==> config.mk <==
export PLATFORM = sky130hd
export DESIGN_NAME = pio_decode
export DESIGN_NICKNAME = d
export VERILOG_FILES = /design/src/pio_pkg.sv /design/src/pio_decode.sv
export SDC_FILE = /design/constraint.sdc
export NUM_CORES = 1
export LEC_CHECK = 0
export BUFFER_PORTS_ARGS = -buffer_cell sky130_fd_sc_hd__clkbuf_2
export CORE_AREA = 10 10 72 68
export CTS_CLUSTER_DIAMETER = 80
export DETAILED_ROUTE_END_ITERATION = 7
export DIE_AREA = 0 0 82 78
export HOLD_SLACK_MARGIN = 0.15
export MAX_ROUTING_LAYER = met4
export PLACE_DENSITY = 0.85
export SLEW_MARGIN = 10
export SYNTH_ARGS = -nofsm -noshare
export SYNTH_HDL_FRONTEND = slang
export SYNTH_SLANG_ARGS = --single-unit
==> constraint.sdc <==
create_clock -name clk -period 0.8 [get_ports clk]
set_input_delay 0.12 -clock clk [delete_from_list [all_inputs] [get_ports clk]]
set_output_delay 0.12 -clock clk [all_outputs]
set_load 0.02 [all_outputs]
==> src/pio_pkg.sv <==
// package with pio bus widths, address map, table sizes and entry types.
package pio_pkg;

	// pio host bus.
	localparam int PIO_NBITS      = 32;
	localparam int PIO_ADDR_NBITS = 16;

	// block select field of the byte address.
	localparam int BLK_MSB = 15;
	localparam int BLK_LSB = 12;

	localparam logic [BLK_MSB-BLK_LSB:0] BLK_TBL_A = 4'd0; // table a block.
	localparam logic [BLK_MSB-BLK_LSB:0] BLK_TBL_B = 4'd1; // table b block.

	// word index, address bits 11..2.
	localparam int IDX_NBITS = 10;

	// table depths as address widths.
	localparam int TBL_A_DEPTH_NBITS = 10; // 1024 entries.
	localparam int TBL_B_DEPTH_NBITS = 8;  // 256 entries.

	// entry payloads.
	typedef logic [19:0] tbl_a_t;
	typedef logic [11:0] tbl_b_t;

	// read data for an unmapped block.
	localparam logic [PIO_NBITS-1:0] PIO_BAD_DATA = 32'hbadadd00;

endpackage

==> src/pio_decode.sv <==
// pio access register and address decoder for the table blocks.
`timescale 1ns/1ps

module pio_decode (
	input  logic                               clk,
	input  logic                               rst_n,
	input  logic                               pio_rd,
	input  logic                               pio_wr,
	input  logic [pio_pkg::PIO_ADDR_NBITS-1:0] pio_addr,
	input  logic [pio_pkg::PIO_NBITS-1:0]      pio_din,
	output logic                               rd,
	output logic                               wr,
	output logic [pio_pkg::IDX_NBITS-1:0]      idx,
	output logic [pio_pkg::PIO_NBITS-1:0]      din,
	output logic                               ms_a,
	output logic                               ms_b,
	output logic                               ms_bad
);

	logic                                         acc;   // any host strobe.
	logic [pio_pkg::BLK_MSB-pio_pkg::BLK_LSB:0]   blk;   // block field.
	logic                                         hit_a;
	logic                                         hit_b;

	assign acc   = pio_rd | pio_wr;
	assign blk   = pio_addr[pio_pkg::BLK_MSB:pio_pkg::BLK_LSB];
	assign hit_a = (blk == pio_pkg::BLK_TBL_A);
	assign hit_b = (blk == pio_pkg::BLK_TBL_B);

	// strobes and selects, one cycle each.
	always_ff @(posedge clk or negedge rst_n) begin
		if (!rst_n) begin
			rd     <= 1'b0;
			wr     <= 1'b0;
			ms_a   <= 1'b0;
			ms_b   <= 1'b0;
			ms_bad <= 1'b0;
		end else begin
			rd     <= pio_rd;
			wr     <= pio_wr;
			ms_a   <= acc & hit_a;
			ms_b   <= acc & hit_b;
			ms_bad <= acc & ~hit_a & ~hit_b; // nothing mapped there.
		end
	end

	// index and data held until the next access.
	// a saved table read reuses idx later.
	always_ff @(posedge clk) begin
		if (acc) begin
			idx <= pio_addr[2 +: pio_pkg::IDX_NBITS]; // dword index.
			din <= pio_din;
		end
	end

endmodule

==> out/metrics.yaml <==
cellPowerDensity_nw_per_um2: 1950
seq_area_frac_synth_pct: 96.7
netlist_top_cells_area: "edfxtp_1 88%, dfrtp_1 8.7%, nor3b_2 0.87%"
violations: "setup timing"
start_util_pct: 40.7
rows: 21
die_h_um: 78
status: "finished with violations"
core_um2: 3520
critical-path-top-delay-family: "flip-flops"
worstSetupPathType: "reg2out"
grt_max_degree: 26
antenna_cells: 0
syn_to_final_growth_pct: 95.5
final_layout_size_suffix_gt1_share_pct: 53.9
cp_num_buf_inv: 1
synth_ff_type: "edfxtp_1"
routed_wl_um: 5220
cpPeakStageDelay_ps: 420
synth-edff-count: 42
required_ps: 680
fin_total_pwr_mw: 5.48
clkTransAtPathRegs_ps: 90
tightestPinTransition_ps: 264
vias_per_cell: 4.42
relSlewSlack_pct: 82.3
async_reset_ff_share_pct: 10.6
ys_warn_count: 0
fin_crit_sh_pct: 128
vdd_ir_drop_max_uv: 1390
wl_per_cell_um: 20.7
clock_path_buffers: 2
stdcell_area_um2: 2800
synth_nets: 105
critPathMaxFanout: 1
drtPass1Iterations: 4
htreeDepth: 2
track_usage_pct: 14.7
startpoint_type: "flop"
dp_slack_ps: -174
syn-instance-count: 53
dieArea_um2: 6400
fill_cells: 190
crit_path_end: "idx[9]"
synth.distinct_cells: 8
yosysTopAreaCell: "edfxtp_1"
cts_buffers: 5
synthTopCellsByCount: "42 x edfxtp_1, 5 x dfrtp_1"
cts_tree: "yes"
setup_ws_ps: -226
slowest_stage: "edfxtp_1"
clock-sinks: 47
postCtsHoldBufs: 46
synth_most_common_cell: "edfxtp_1"
final_max_slew_viol_count: 0
syn_area_um2: 1430
hold_class: "in2reg"
cp_cell_sequence: "buf_2"
cp-startpoint: "idx[9]$_DFFE_PP_"
antenna_found_initial: 0
yosysTopAreaCellShare_pct: 88.0
setup_violations: 47
synth_area_per_cell_um2: 27.1
postRouteAntennaNets: 0
crit_arrival_ps: 910
first_iter_violations: 39
root_buffer: "clkbuf_8"
post_cts_buffers: 0
critPathCaptureType: "output pin"
grt_overflow_total: 0
fp.dieW_um: 82
gp_congestion: 0.728
max_clock_freq_ghz: 0.975
ios: 99
vias: 1114
setup_tns_ps: -7130
fin_nets: 257
drv_cap: 0
grt_pass1_wl_um: 6780
leakage_nw: 1.23
hold_violations: 0
place_area_um2: 2020
grt_setup_unrepaired: "yes"
cp_num_cells: 1
ys_seq_elements: 47
grt_pass1_vias: 1350
drc: 0
portBuffers: 96
period_minus_slack_ps: 1030
==> routing by layer <==
layer,up-vias,track usage (%),share of wire (%)
li1,507,-,-
met1,536,16.0,36
met2,69,24.0,53
met3,2,6.45,11
met4,0,4.08,0.21
met5,-,-,0
==> through the flow <==
| stage | instances | util, % | hold slack (ps) |
|---|---|---|---|
| after floorplan | 53 | - | -176 |
| after global placement | 198 | 57.5 | -64.8 |
| after detailed placement | 198 | 57.5 | -60.6 |
| after CTS | 252 | 73.1 | 70.8 |
| after global routing | 252 | 79.6 | 148 |
| final | 252 | 79.6 | 132 |
==> registers in the layout, indices dropped and copies added (netlist names) <==
signal  flops
wr          1
ms_bad      1
ms_b        1
idx        10
ms_a        1
din        32
rd          1
==> what timing repair did <==
action                                  CTS  global route
endpoints found under the setup margin   47            47
endpoints found under the hold margin    52             2
resized for setup                         0           122
==> area by class of cell <==
| type | instances | area (um^2) | share of cell area [%] |
|---|---|---|---|
| Clock buffer | 5 | 68.8 | 2.45 |
| Clock inverter | 3 | 20.0 | 0.714 |
| Inverter | 1 | 7.51 | 0.268 |
| Multi-Input combinational cell | 5 | 43.8 | 1.56 |
| Sequential cell | 47 | 1390 | 49.4 |
| Tap cell | 46 | 57.6 | 2.05 |
| Timing Repair Buffer | 145 | 1220 | 43.5 |
==> cell usage in the layout, fill, tap and decap left out, drive strengths merged <==
cell / Yosys / final
edfxtp: 42 / 42
buf: 0 / 50
dfrtp: 5 / 5
nor3: 1 / 1
and3: 1 / 1
clkinvlp: 0 / 3
nor2: 2 / 2
nor3b: 1 / 1
dlygate4sd3: 0 / 46
clkbuf: 0 / 54
clkinv: 0 / 1
==> how the worst min path moves through the flow <==
stage	from	to	depth (start not counted)	slack [ps]
finish	pio_addr[13]	ms_bad$_DFF_PN0_	3	130
global placement	rst_n	ms_bad$_DFF_PN0_	1	-60
CTS	pio_addr[13]	ms_bad$_DFF_PN0_	3	70
detailed placement	rst_n	wr$_DFF_PN0_	1	-60
floorplan	rst_n	ms_a$_DFF_PN0_	0	-180
global route	pio_addr[14]	ms_a$_DFF_PN0_	3	150
==> where the power goes <==
| group | switching, mW | total [mW] | leakage (nW) | internal, mW |
|---|---|---|---|---|
| sequential | 0.101 | 3.01 | 0.490 | 2.91 |
| clock | 0.769 | 1.38 | 0.0402 | 0.608 |
| combinational | 0.514 | 1.09 | 0.699 | 0.577 |
==> kinds of logic after synthesis <==
logic type,count (synthesis),share of synthesized area (%)
DFF,47,96.7
and+or+nand+nor,5,3.05
buffers and inverters,1,0.262
Note: power is estimated with default switching activity, not from simulation.
