<file path="src/pio_pkg.sv">
// package with pio bus widths, address map, table sizes and entry types.
package pio_pkg;

	// pio host bus.
	localparam int PIO_NBITS      = 32;
	localparam int PIO_ADDR_NBITS = 16;

	// block select field of the byte address.
	localparam int BLK_MSB = 15;
	localparam int BLK_LSB = 12;

	localparam logic [BLK_MSB-BLK_LSB:0] BLK_TBL_A = 4'd0; // table a block.
	localparam logic [BLK_MSB-BLK_LSB:0] BLK_TBL_B = 4'd1; // table b block.

	// word index, address bits 11..2.
	localparam int IDX_NBITS = 10;

	// table depths as address widths.
	localparam int TBL_A_DEPTH_NBITS = 10; // 1024 entries.
	localparam int TBL_B_DEPTH_NBITS = 8;  // 256 entries.

	// entry payloads.
	typedef logic [19:0] tbl_a_t;
	typedef logic [11:0] tbl_b_t;

	// read data for an unmapped block.
	localparam logic [PIO_NBITS-1:0] PIO_BAD_DATA = 32'hbadadd00;

endpackage

</file>
<file path="src/pio_resp.sv">
// pio response collector, ack pulse and read data mux, unmapped access ack.
`timescale 1ns/1ps

module pio_resp (
	input  logic                          clk,
	input  logic                          rst_n,
	input  logic                          clk_div,
	input  logic                          ms_bad,
	input  logic                          ack_a,
	input  logic [pio_pkg::PIO_NBITS-1:0] rdata_a,
	input  logic                          ack_b,
	input  logic [pio_pkg::PIO_NBITS-1:0] rdata_b,
	output logic                          pio_ack,
	output logic [pio_pkg::PIO_NBITS-1:0] pio_rdata
);

	logic       bad_pend;   // unmapped access waiting for clk_div.
	logic       bad_ack;    // level, like a table mem_ack.
	logic [2:0] ack_lvl;    // {bad, b, a}.
	logic [2:0] ack_lvl_d1;
	logic [2:0] ack_rise;

	assign ack_lvl  = {bad_ack, ack_b, ack_a};
	assign ack_rise = ack_lvl & ~ack_lvl_d1; // one cycle per ack.

	always_ff @(posedge clk or negedge rst_n) begin
		if (!rst_n) begin
			bad_pend   <= 1'b0;
			bad_ack    <= 1'b0;
			ack_lvl_d1 <= 3'b000;
			pio_ack    <= 1'b0;
		end else begin
			if (ms_bad) begin
				bad_pend <= 1'b1;
			end else if (clk_div & ~bad_ack) begin
				bad_pend <= 1'b0;
			end
			if (clk_div) begin
				bad_ack <= ~bad_ack & bad_pend; // same pacing as the tables.
			end
			ack_lvl_d1 <= ack_lvl;
			pio_ack    <= |ack_rise;
		end
	end

	// data from whichever source just acked.
	always_ff @(posedge clk) begin
		if (ack_rise[0]) begin
			pio_rdata <= rdata_a;
		end else if (ack_rise[1]) begin
			pio_rdata <= rdata_b;
		end else if (ack_rise[2]) begin
			pio_rdata <= pio_pkg::PIO_BAD_DATA; // unmapped.
		end
	end

endmodule

</file>
<file path="config.mk">
export PLATFORM = sky130hd
export DESIGN_NAME = pio_resp
export DESIGN_NICKNAME = d
export VERILOG_FILES = /design/src/pio_pkg.sv /design/src/pio_resp.sv
export SDC_FILE = /design/constraint.sdc
export NUM_CORES = 1
export LEC_CHECK = 0
export BUFFER_PORTS_ARGS = -buffer_cell sky130_fd_sc_hd__buf_2
export CAP_MARGIN = 20
export CORE_AREA = 8 8 75 77
export DETAILED_ROUTE_END_ITERATION = 8
export DIE_AREA = 0 0 83 85
export GPL_ROUTABILITY_DRIVEN = 1
export PLACE_DENSITY = 0.77
export SLEW_MARGIN = 25
export SYNTH_ARGS = -nofsm -noshare
export SYNTH_HDL_FRONTEND = slang
export SYNTH_SLANG_ARGS = --single-unit
</file>
<file path="constraint.sdc">
create_clock -name clk -period 3.3 [get_ports clk]
set_input_delay 0.66 -clock clk [delete_from_list [all_inputs] [get_ports clk]]
set_output_delay 0.66 -clock clk [all_outputs]
set_load 0.02 [all_outputs]
</file>
==> results of run 1 <==
==> report_power, final <==
part | internal [W] | switching (W)
clock | 0.000146 | 0.000160
combinational | 0.000109 | 0.000165
sequential | 0.000594 | 0.0000182
total | 0.000850 | 0.000343
==> sequential cells by signal, summed over array words and instances, names as in the netlist <==
| name | count |
|---|---|
| bad_ack | 1 |
| ack_lvl_d1 | 3 |
| pio_rdata | 32 |
| pio_ack | 1 |
| bad_pend | 1 |
==> logic make-up after synthesis <==
kind of cell / synth area share
simple gates: 0.153
buf+inv: 0.0860
flops: 0.592
compound gates: 0.169
==> path summary, 6_finish.rpt <==
| kind | startpoint | endpoint | slack [ns] | cells after the start |
|---|---|---|---|---|
| max in group asynchronous | rst_n | ack_lvl_d1[2] | 2.99 | 1 |
| min | rst_n | bad_ack | 0.18 | 1 |
| min in group clk | bad_ack | ack_lvl_d1[2] | 0.43 | 0 |
| max | ack_b | pio_rdata[22] | 1.46 | 4 |
| max reg2reg | ack_lvl_d1[1] | pio_rdata[22] | 1.53 | 3 |
| min reg2reg | bad_ack | ack_lvl_d1[2] | 0.43 | 0 |
==> layer usage <==
metal  routed length [microns]  track usage  vias to the layer above
li1                          -            -                      726
met1                      2270        0.182                      707
met2                      2160        0.205                       78
met3                       501       0.0699                        5
met4                        38       0.0288                        0
met5                         0            0                        -
==> area by class of cell <==
class,count,share of cell area
repair buffers,106,0.223
flip-flops and latches,38,0.442
well taps,54,0.0269
clock buffers,6,0.0289
multi-input cells,71,0.248
clock inverters,2,0.00398
inverters,18,0.0269
==> stage by stage <==
step           cells  total power (W)
3_3_place_gp     286         0.000884
3_5_place_dp     286         0.000890
6_report         295          0.00119
2_1_floorplan    141         0.000779
4_1_cts          294          0.00119
5_1_grt          295          0.00125
==> placed cells by master, fill, tap and decap left out, types with 2 or more instances in the layout <==
cell type | netlist | final
buf_2 | 6 | 102
edfxtp_1 | 32 | 32
inv_1 | 18 | 18
nor3b_1 | 16 | 16
and3b_1 | 16 | 16
a31o_1 | 16 | 16
a31oi_2 | 9 | 9
a31oi_1 | 7 | 7
dfrtp_1 | 6 | 6
clkbuf_8 | 0 | 5
buf_4 | 1 | 3
nand2b_1 | 2 | 2
clkinv_2 | 0 | 2
==> flow_summary.toml, run 1 <==
[timing]
setup_viol = 0
tightest_slew_ns = 0.711
grt_setup_unrepaired = "false"
fin_ws_ns = 1.46
finalSetupTns_ns = 0
maxSlewHeadroom = 0.524
slew_violations = 0
finalCritPeriodShare = 0.557
hold_viol_final = 0
period_minus_slack_ns = 1.84
clock.fmax_ghz = 0.544
clock_skew_ns = 0.00772
whs_ns = 0.178

[placement]
place.gp.congestion = 0.711
post-place-ws_ns = 1.11
io_buffers = 102
dp_hpwl_mm = 3.59
dpl_cell_area_sq_mm = 0.00240

[clock_tree]
clock_latency_ns = 0.28
h-tree-depth = 2
post_cts_buffers = 0
cts-resized-gates = 0
tritoncts = "yes"
postCtsHoldBufs = 0
cts_buffers = 5
cts_root_buf = "clkbuf_8"
cts.reportedPaths.clkPinSlew_ns = 0.08
cts_sinks = 38
clockBufferDepth = 2

[floorplan]
design.die.area_sq_mm = 0.00706
pin_count = 103
die_height_microns = 85
std_cell_rows = 25
start_util = 0.414
core_area_sq_mm = 0.00454
die_w_microns = 83

[route]
route.detailed.drc = 0
wirelength_mm = 4.97
vias = 1516
ant_nets = 0
first_pass_iters = 4
drt-vias-per-instance = 5.14
wl_per_cell_microns = 16.9
first_iter_violations = 71

[finish]
final_layout_size_suffix_gt1_frac = 0.515
fin_util = 0.554
antenna_cells = 0
fillers = 414
multi_input_area_sq_um = 624
final-seq-area_sq_mm = 0.00111
fin_area_sq_mm = 0.00251
layout.nets = 310
area_delta_synth_final_pct = 33.9

[yosys]
yosysSeqAreaShare = 0.592
synthesis.area_sq_mm = 0.00188
ys_top_cells_by_count = "32 x edfxtp_1, 18 x inv_1, 16 x a31o_1, 16 x and3b_1, 16 x nor3b_1"
synth-seq-cells = 38
syn_inst = 141
synth_warnings = 0
synth.most_common_cell = "edfxtp_1"
yosysTopAreaCell = "edfxtp_1"
synth.net_count = 211
synth_ff_type = "edfxtp_1"
synthTopCellsByArea = "edfxtp_1 51%, dfrtp_1 8.0%, a31o_1 7.5%, and3b_1 7.5%, nor3b_1 6.4%"
synth-edff-count = 32
synthArstFlopShare = 0.158
synth.distinct_cells = 18
synth_top_area_share = 0.512
syn_avg_cell_area_sq_um = 13.3

[hold_path]
hp-class = "input port to async pin"

[global_route]
antenna_found_initial = 0
grt_first_pass_wirelength_mm = 8.23
grt_usage = 0.141
grt_pass1_vias = 1632
grt_max_degree = 35
overflow = 0

[setup_path]
cp-end-kind = "flip-flop"
slowest_stage = "nor2b_2"
crit_fanout = 18
worst-setup-path-type = "input port to flip-flop"
crit_family = "simple AND/OR/NAND/NOR gates"
max_stage_delay_ns = 0.60
path_buf_inv = 2
arrival_ns = 1.86
required_ns = 3.32
cp_cell_sequence = "buf_2 -> nor2b_2 -> buf_4 -> a31oi_2"
start_kind = "input port"

[job]
max-cap-violations = 0

[power]
p_leak_nw = 1.15
peakVddDrop_v = 0.000248
powerDensity_mw_per_mm2 = 474

[status]
status = "complete, no violations"
Power figures use the tool's default switching activity.
==> inputs of run 2 (changes only) <==
- CORE_AREA: 8 8 75 77 -> 8 8 78 80
- DIE_AREA: 0 0 83 85 -> 0 0 86 88
- PLACE_DENSITY: 0.77 -> 0.74
- clock period: 3.3 -> 1.55 ns (I/O delays scaled with it)
==> run 2 against run 1 <==
Clock power rose by 110%. Power rose by 110%. Sequential power rose by 110%. First-iteration DRC count rose by 28%. Worst setup slack got worse by 1.2 ns. Critical endpoint is now pio_rdata[0]. Register-to-register slack got worse by 1.3 ns. Largest power group unchanged.
==> flow_summary.toml, run 2 (synthesized netlist as in run 1, its figures left out) <==
[clock_tree]
post_cts_buffers = 0
cts_root_buf = "clkbuf_8"
cts_buffers = 5
cts.reportedPaths.clkPinSlew_ns = 0.07
tritoncts = "yes"
cts_sinks = 38
clockBufferDepth = 2
h-tree-depth = 2
clock_latency_ns = 0.29

[power]
combPwrFrac = 0.237
p_int_w = 0.00182
sw_frac_of_total = 0.286
seqPwrFrac = 0.511
p_switching_w = 0.000729
clkPwrFrac = 0.252
peakVddDrop_v = 0.000406
powerDensity_mw_per_mm2 = 978
p_leak_nw = 1.19

[floorplan]
start_util = 0.382
core_area_sq_mm = 0.00491
die_height_microns = 88
std_cell_rows = 26
pin_count = 103
die_w_microns = 86
design.die.area_sq_mm = 0.00757

[finish]
layout_common_cells = "102 x buf_2, 32 x edfxtp_1, 18 x inv_1"
fillers = 449
layout.nets = 316
final_layout_size_suffix_gt1_frac = 0.518
reg_top3 = "pio_rdata: 32 flops, ack_lvl_d1: 3 flops"
antenna_cells = 0
final_common_cell = "buf_2"
fin_cells = 317
multi_input_area_sq_um = 624
area_delta_synth_final_pct = 39.1
top_register = "pio_rdata"
largest_reg_flops = 32
final-seq-area_sq_mm = 0.00111

[setup_path]
path_buf_inv = 1
required_ns = 1.59
arrival_ns = 1.35
max_stage_delay_ns = 0.39
worst-setup-path-type = "flip-flop to flip-flop"
cp-end-kind = "flip-flop"
crit_fanout = 25
crit_family = "flip-flops"
start_kind = "flip-flop"
cp_cell_sequence = "nand2b_1 -> buf_12 -> a31o_1"
slowest_stage = "dfrtp_1"

[timing]
finalCritPeriodShare = 0.842
finalSetupTns_ns = 0
clock_skew_ns = 0.00745
slew_violations = 0
clock.fmax_ghz = 0.766
tightest_slew_ns = 0.245
hold_viol_final = 0
maxSlewHeadroom = 0.836
grt_setup_unrepaired = "false"
period_minus_slack_ns = 1.31
setup_viol = 0

[global_route]
overflow = 0
grt_usage = 0.137
grt_first_pass_wirelength_mm = 8.03
grt_max_degree = 26
antenna_found_initial = 0
grt_pass1_vias = 1624

[route]
ant_nets = 0
drt-vias-per-instance = 4.75
first_iter_violations = 91
wirelength_mm = 5.11
vias = 1507
wl_per_cell_microns = 16.1
route.detailed.drc = 0
first_pass_iters = 4

[job]
max-cap-violations = 0

[placement]
place.gp.congestion = 0.788
dp_cells = 308
dp_hpwl_mm = 3.93
io_buffers = 102

[status]
status = "complete, no violations"

[hold_path]
hp-class = "input port to flip-flop"
run 2: area by class of cell:
type | instances | area share
clock buffers | 6 | 0.0278
flip-flops and latches | 38 | 0.426
clock inverters | 2 | 0.00336
well taps | 70 | 0.0336
repair buffers | 112 | 0.244
inverters | 18 | 0.0259
multi-input cells | 71 | 0.239
run 2: per-stage QoR:
stage | hold WS, ns | worst slack, ns | total power (W) | util | instance area (sq um)
floorplan | 0.0144 | 0.0888 | 0.00167 | - | 1890
global placement | 0.138 | 0.206 | 0.00193 | 0.513 | 2520
detailed placement | 0.141 | 0.155 | 0.00194 | 0.513 | 2520
CTS | 0.152 | 0.223 | 0.00258 | 0.531 | 2610
global route | 0.151 | 0.182 | 0.00267 | 0.531 | 2610
finish | 0.157 | 0.245 | 0.00255 | 0.531 | 2610
run 2: path summary, 6_finish.rpt:
| kind | start | to | slack, ns | depth (start not counted) |
|---|---|---|---|---|
| min in group asynchronous | rst_n | pio_ack | 0.38 | 2 |
| setup / recovery | ack_lvl_d1[0] | pio_rdata[0] | 0.24 | 3 |
| hold reg to reg | bad_ack | ack_lvl_d1[2] | 0.41 | 0 |
| max in group asynchronous | rst_n | ack_lvl_d1[0] | 1.02 | 2 |
| setup reg to reg | ack_lvl_d1[0] | pio_rdata[0] | 0.24 | 3 |
| hold / removal | ack_b | ack_lvl_d1[1] | 0.16 | 1 |
run 2: per-layer routing:
metal | vias up | wire length, microns | global-route usage
met3 | 6 | 535 | 0.0544
met4 | 0 | 78 | 0.0573
met1 | 686 | 2130 | 0.152
li1 | 737 | - | -
met2 | 78 | 2360 | 0.227
met5 | - | 0 | 0
run 2: power groups by stage:
stage	Clock (W)	Combinational (W)	Sequential, W
finish	0.000642	0.000606	0.00130
global route	0.000701	0.000654	0.00131
CTS	0.000659	0.000617	0.00131
detailed placement	0	0.000615	0.00133
global placement	0	0.000602	0.00132
floorplan	0	0.000201	0.00146
run 2: timing repair:
action / in CTS / in global routing
hold buffers: 1 / 0
hold endpoints to repair: 6 / 0
resized for setup: 0 / 0
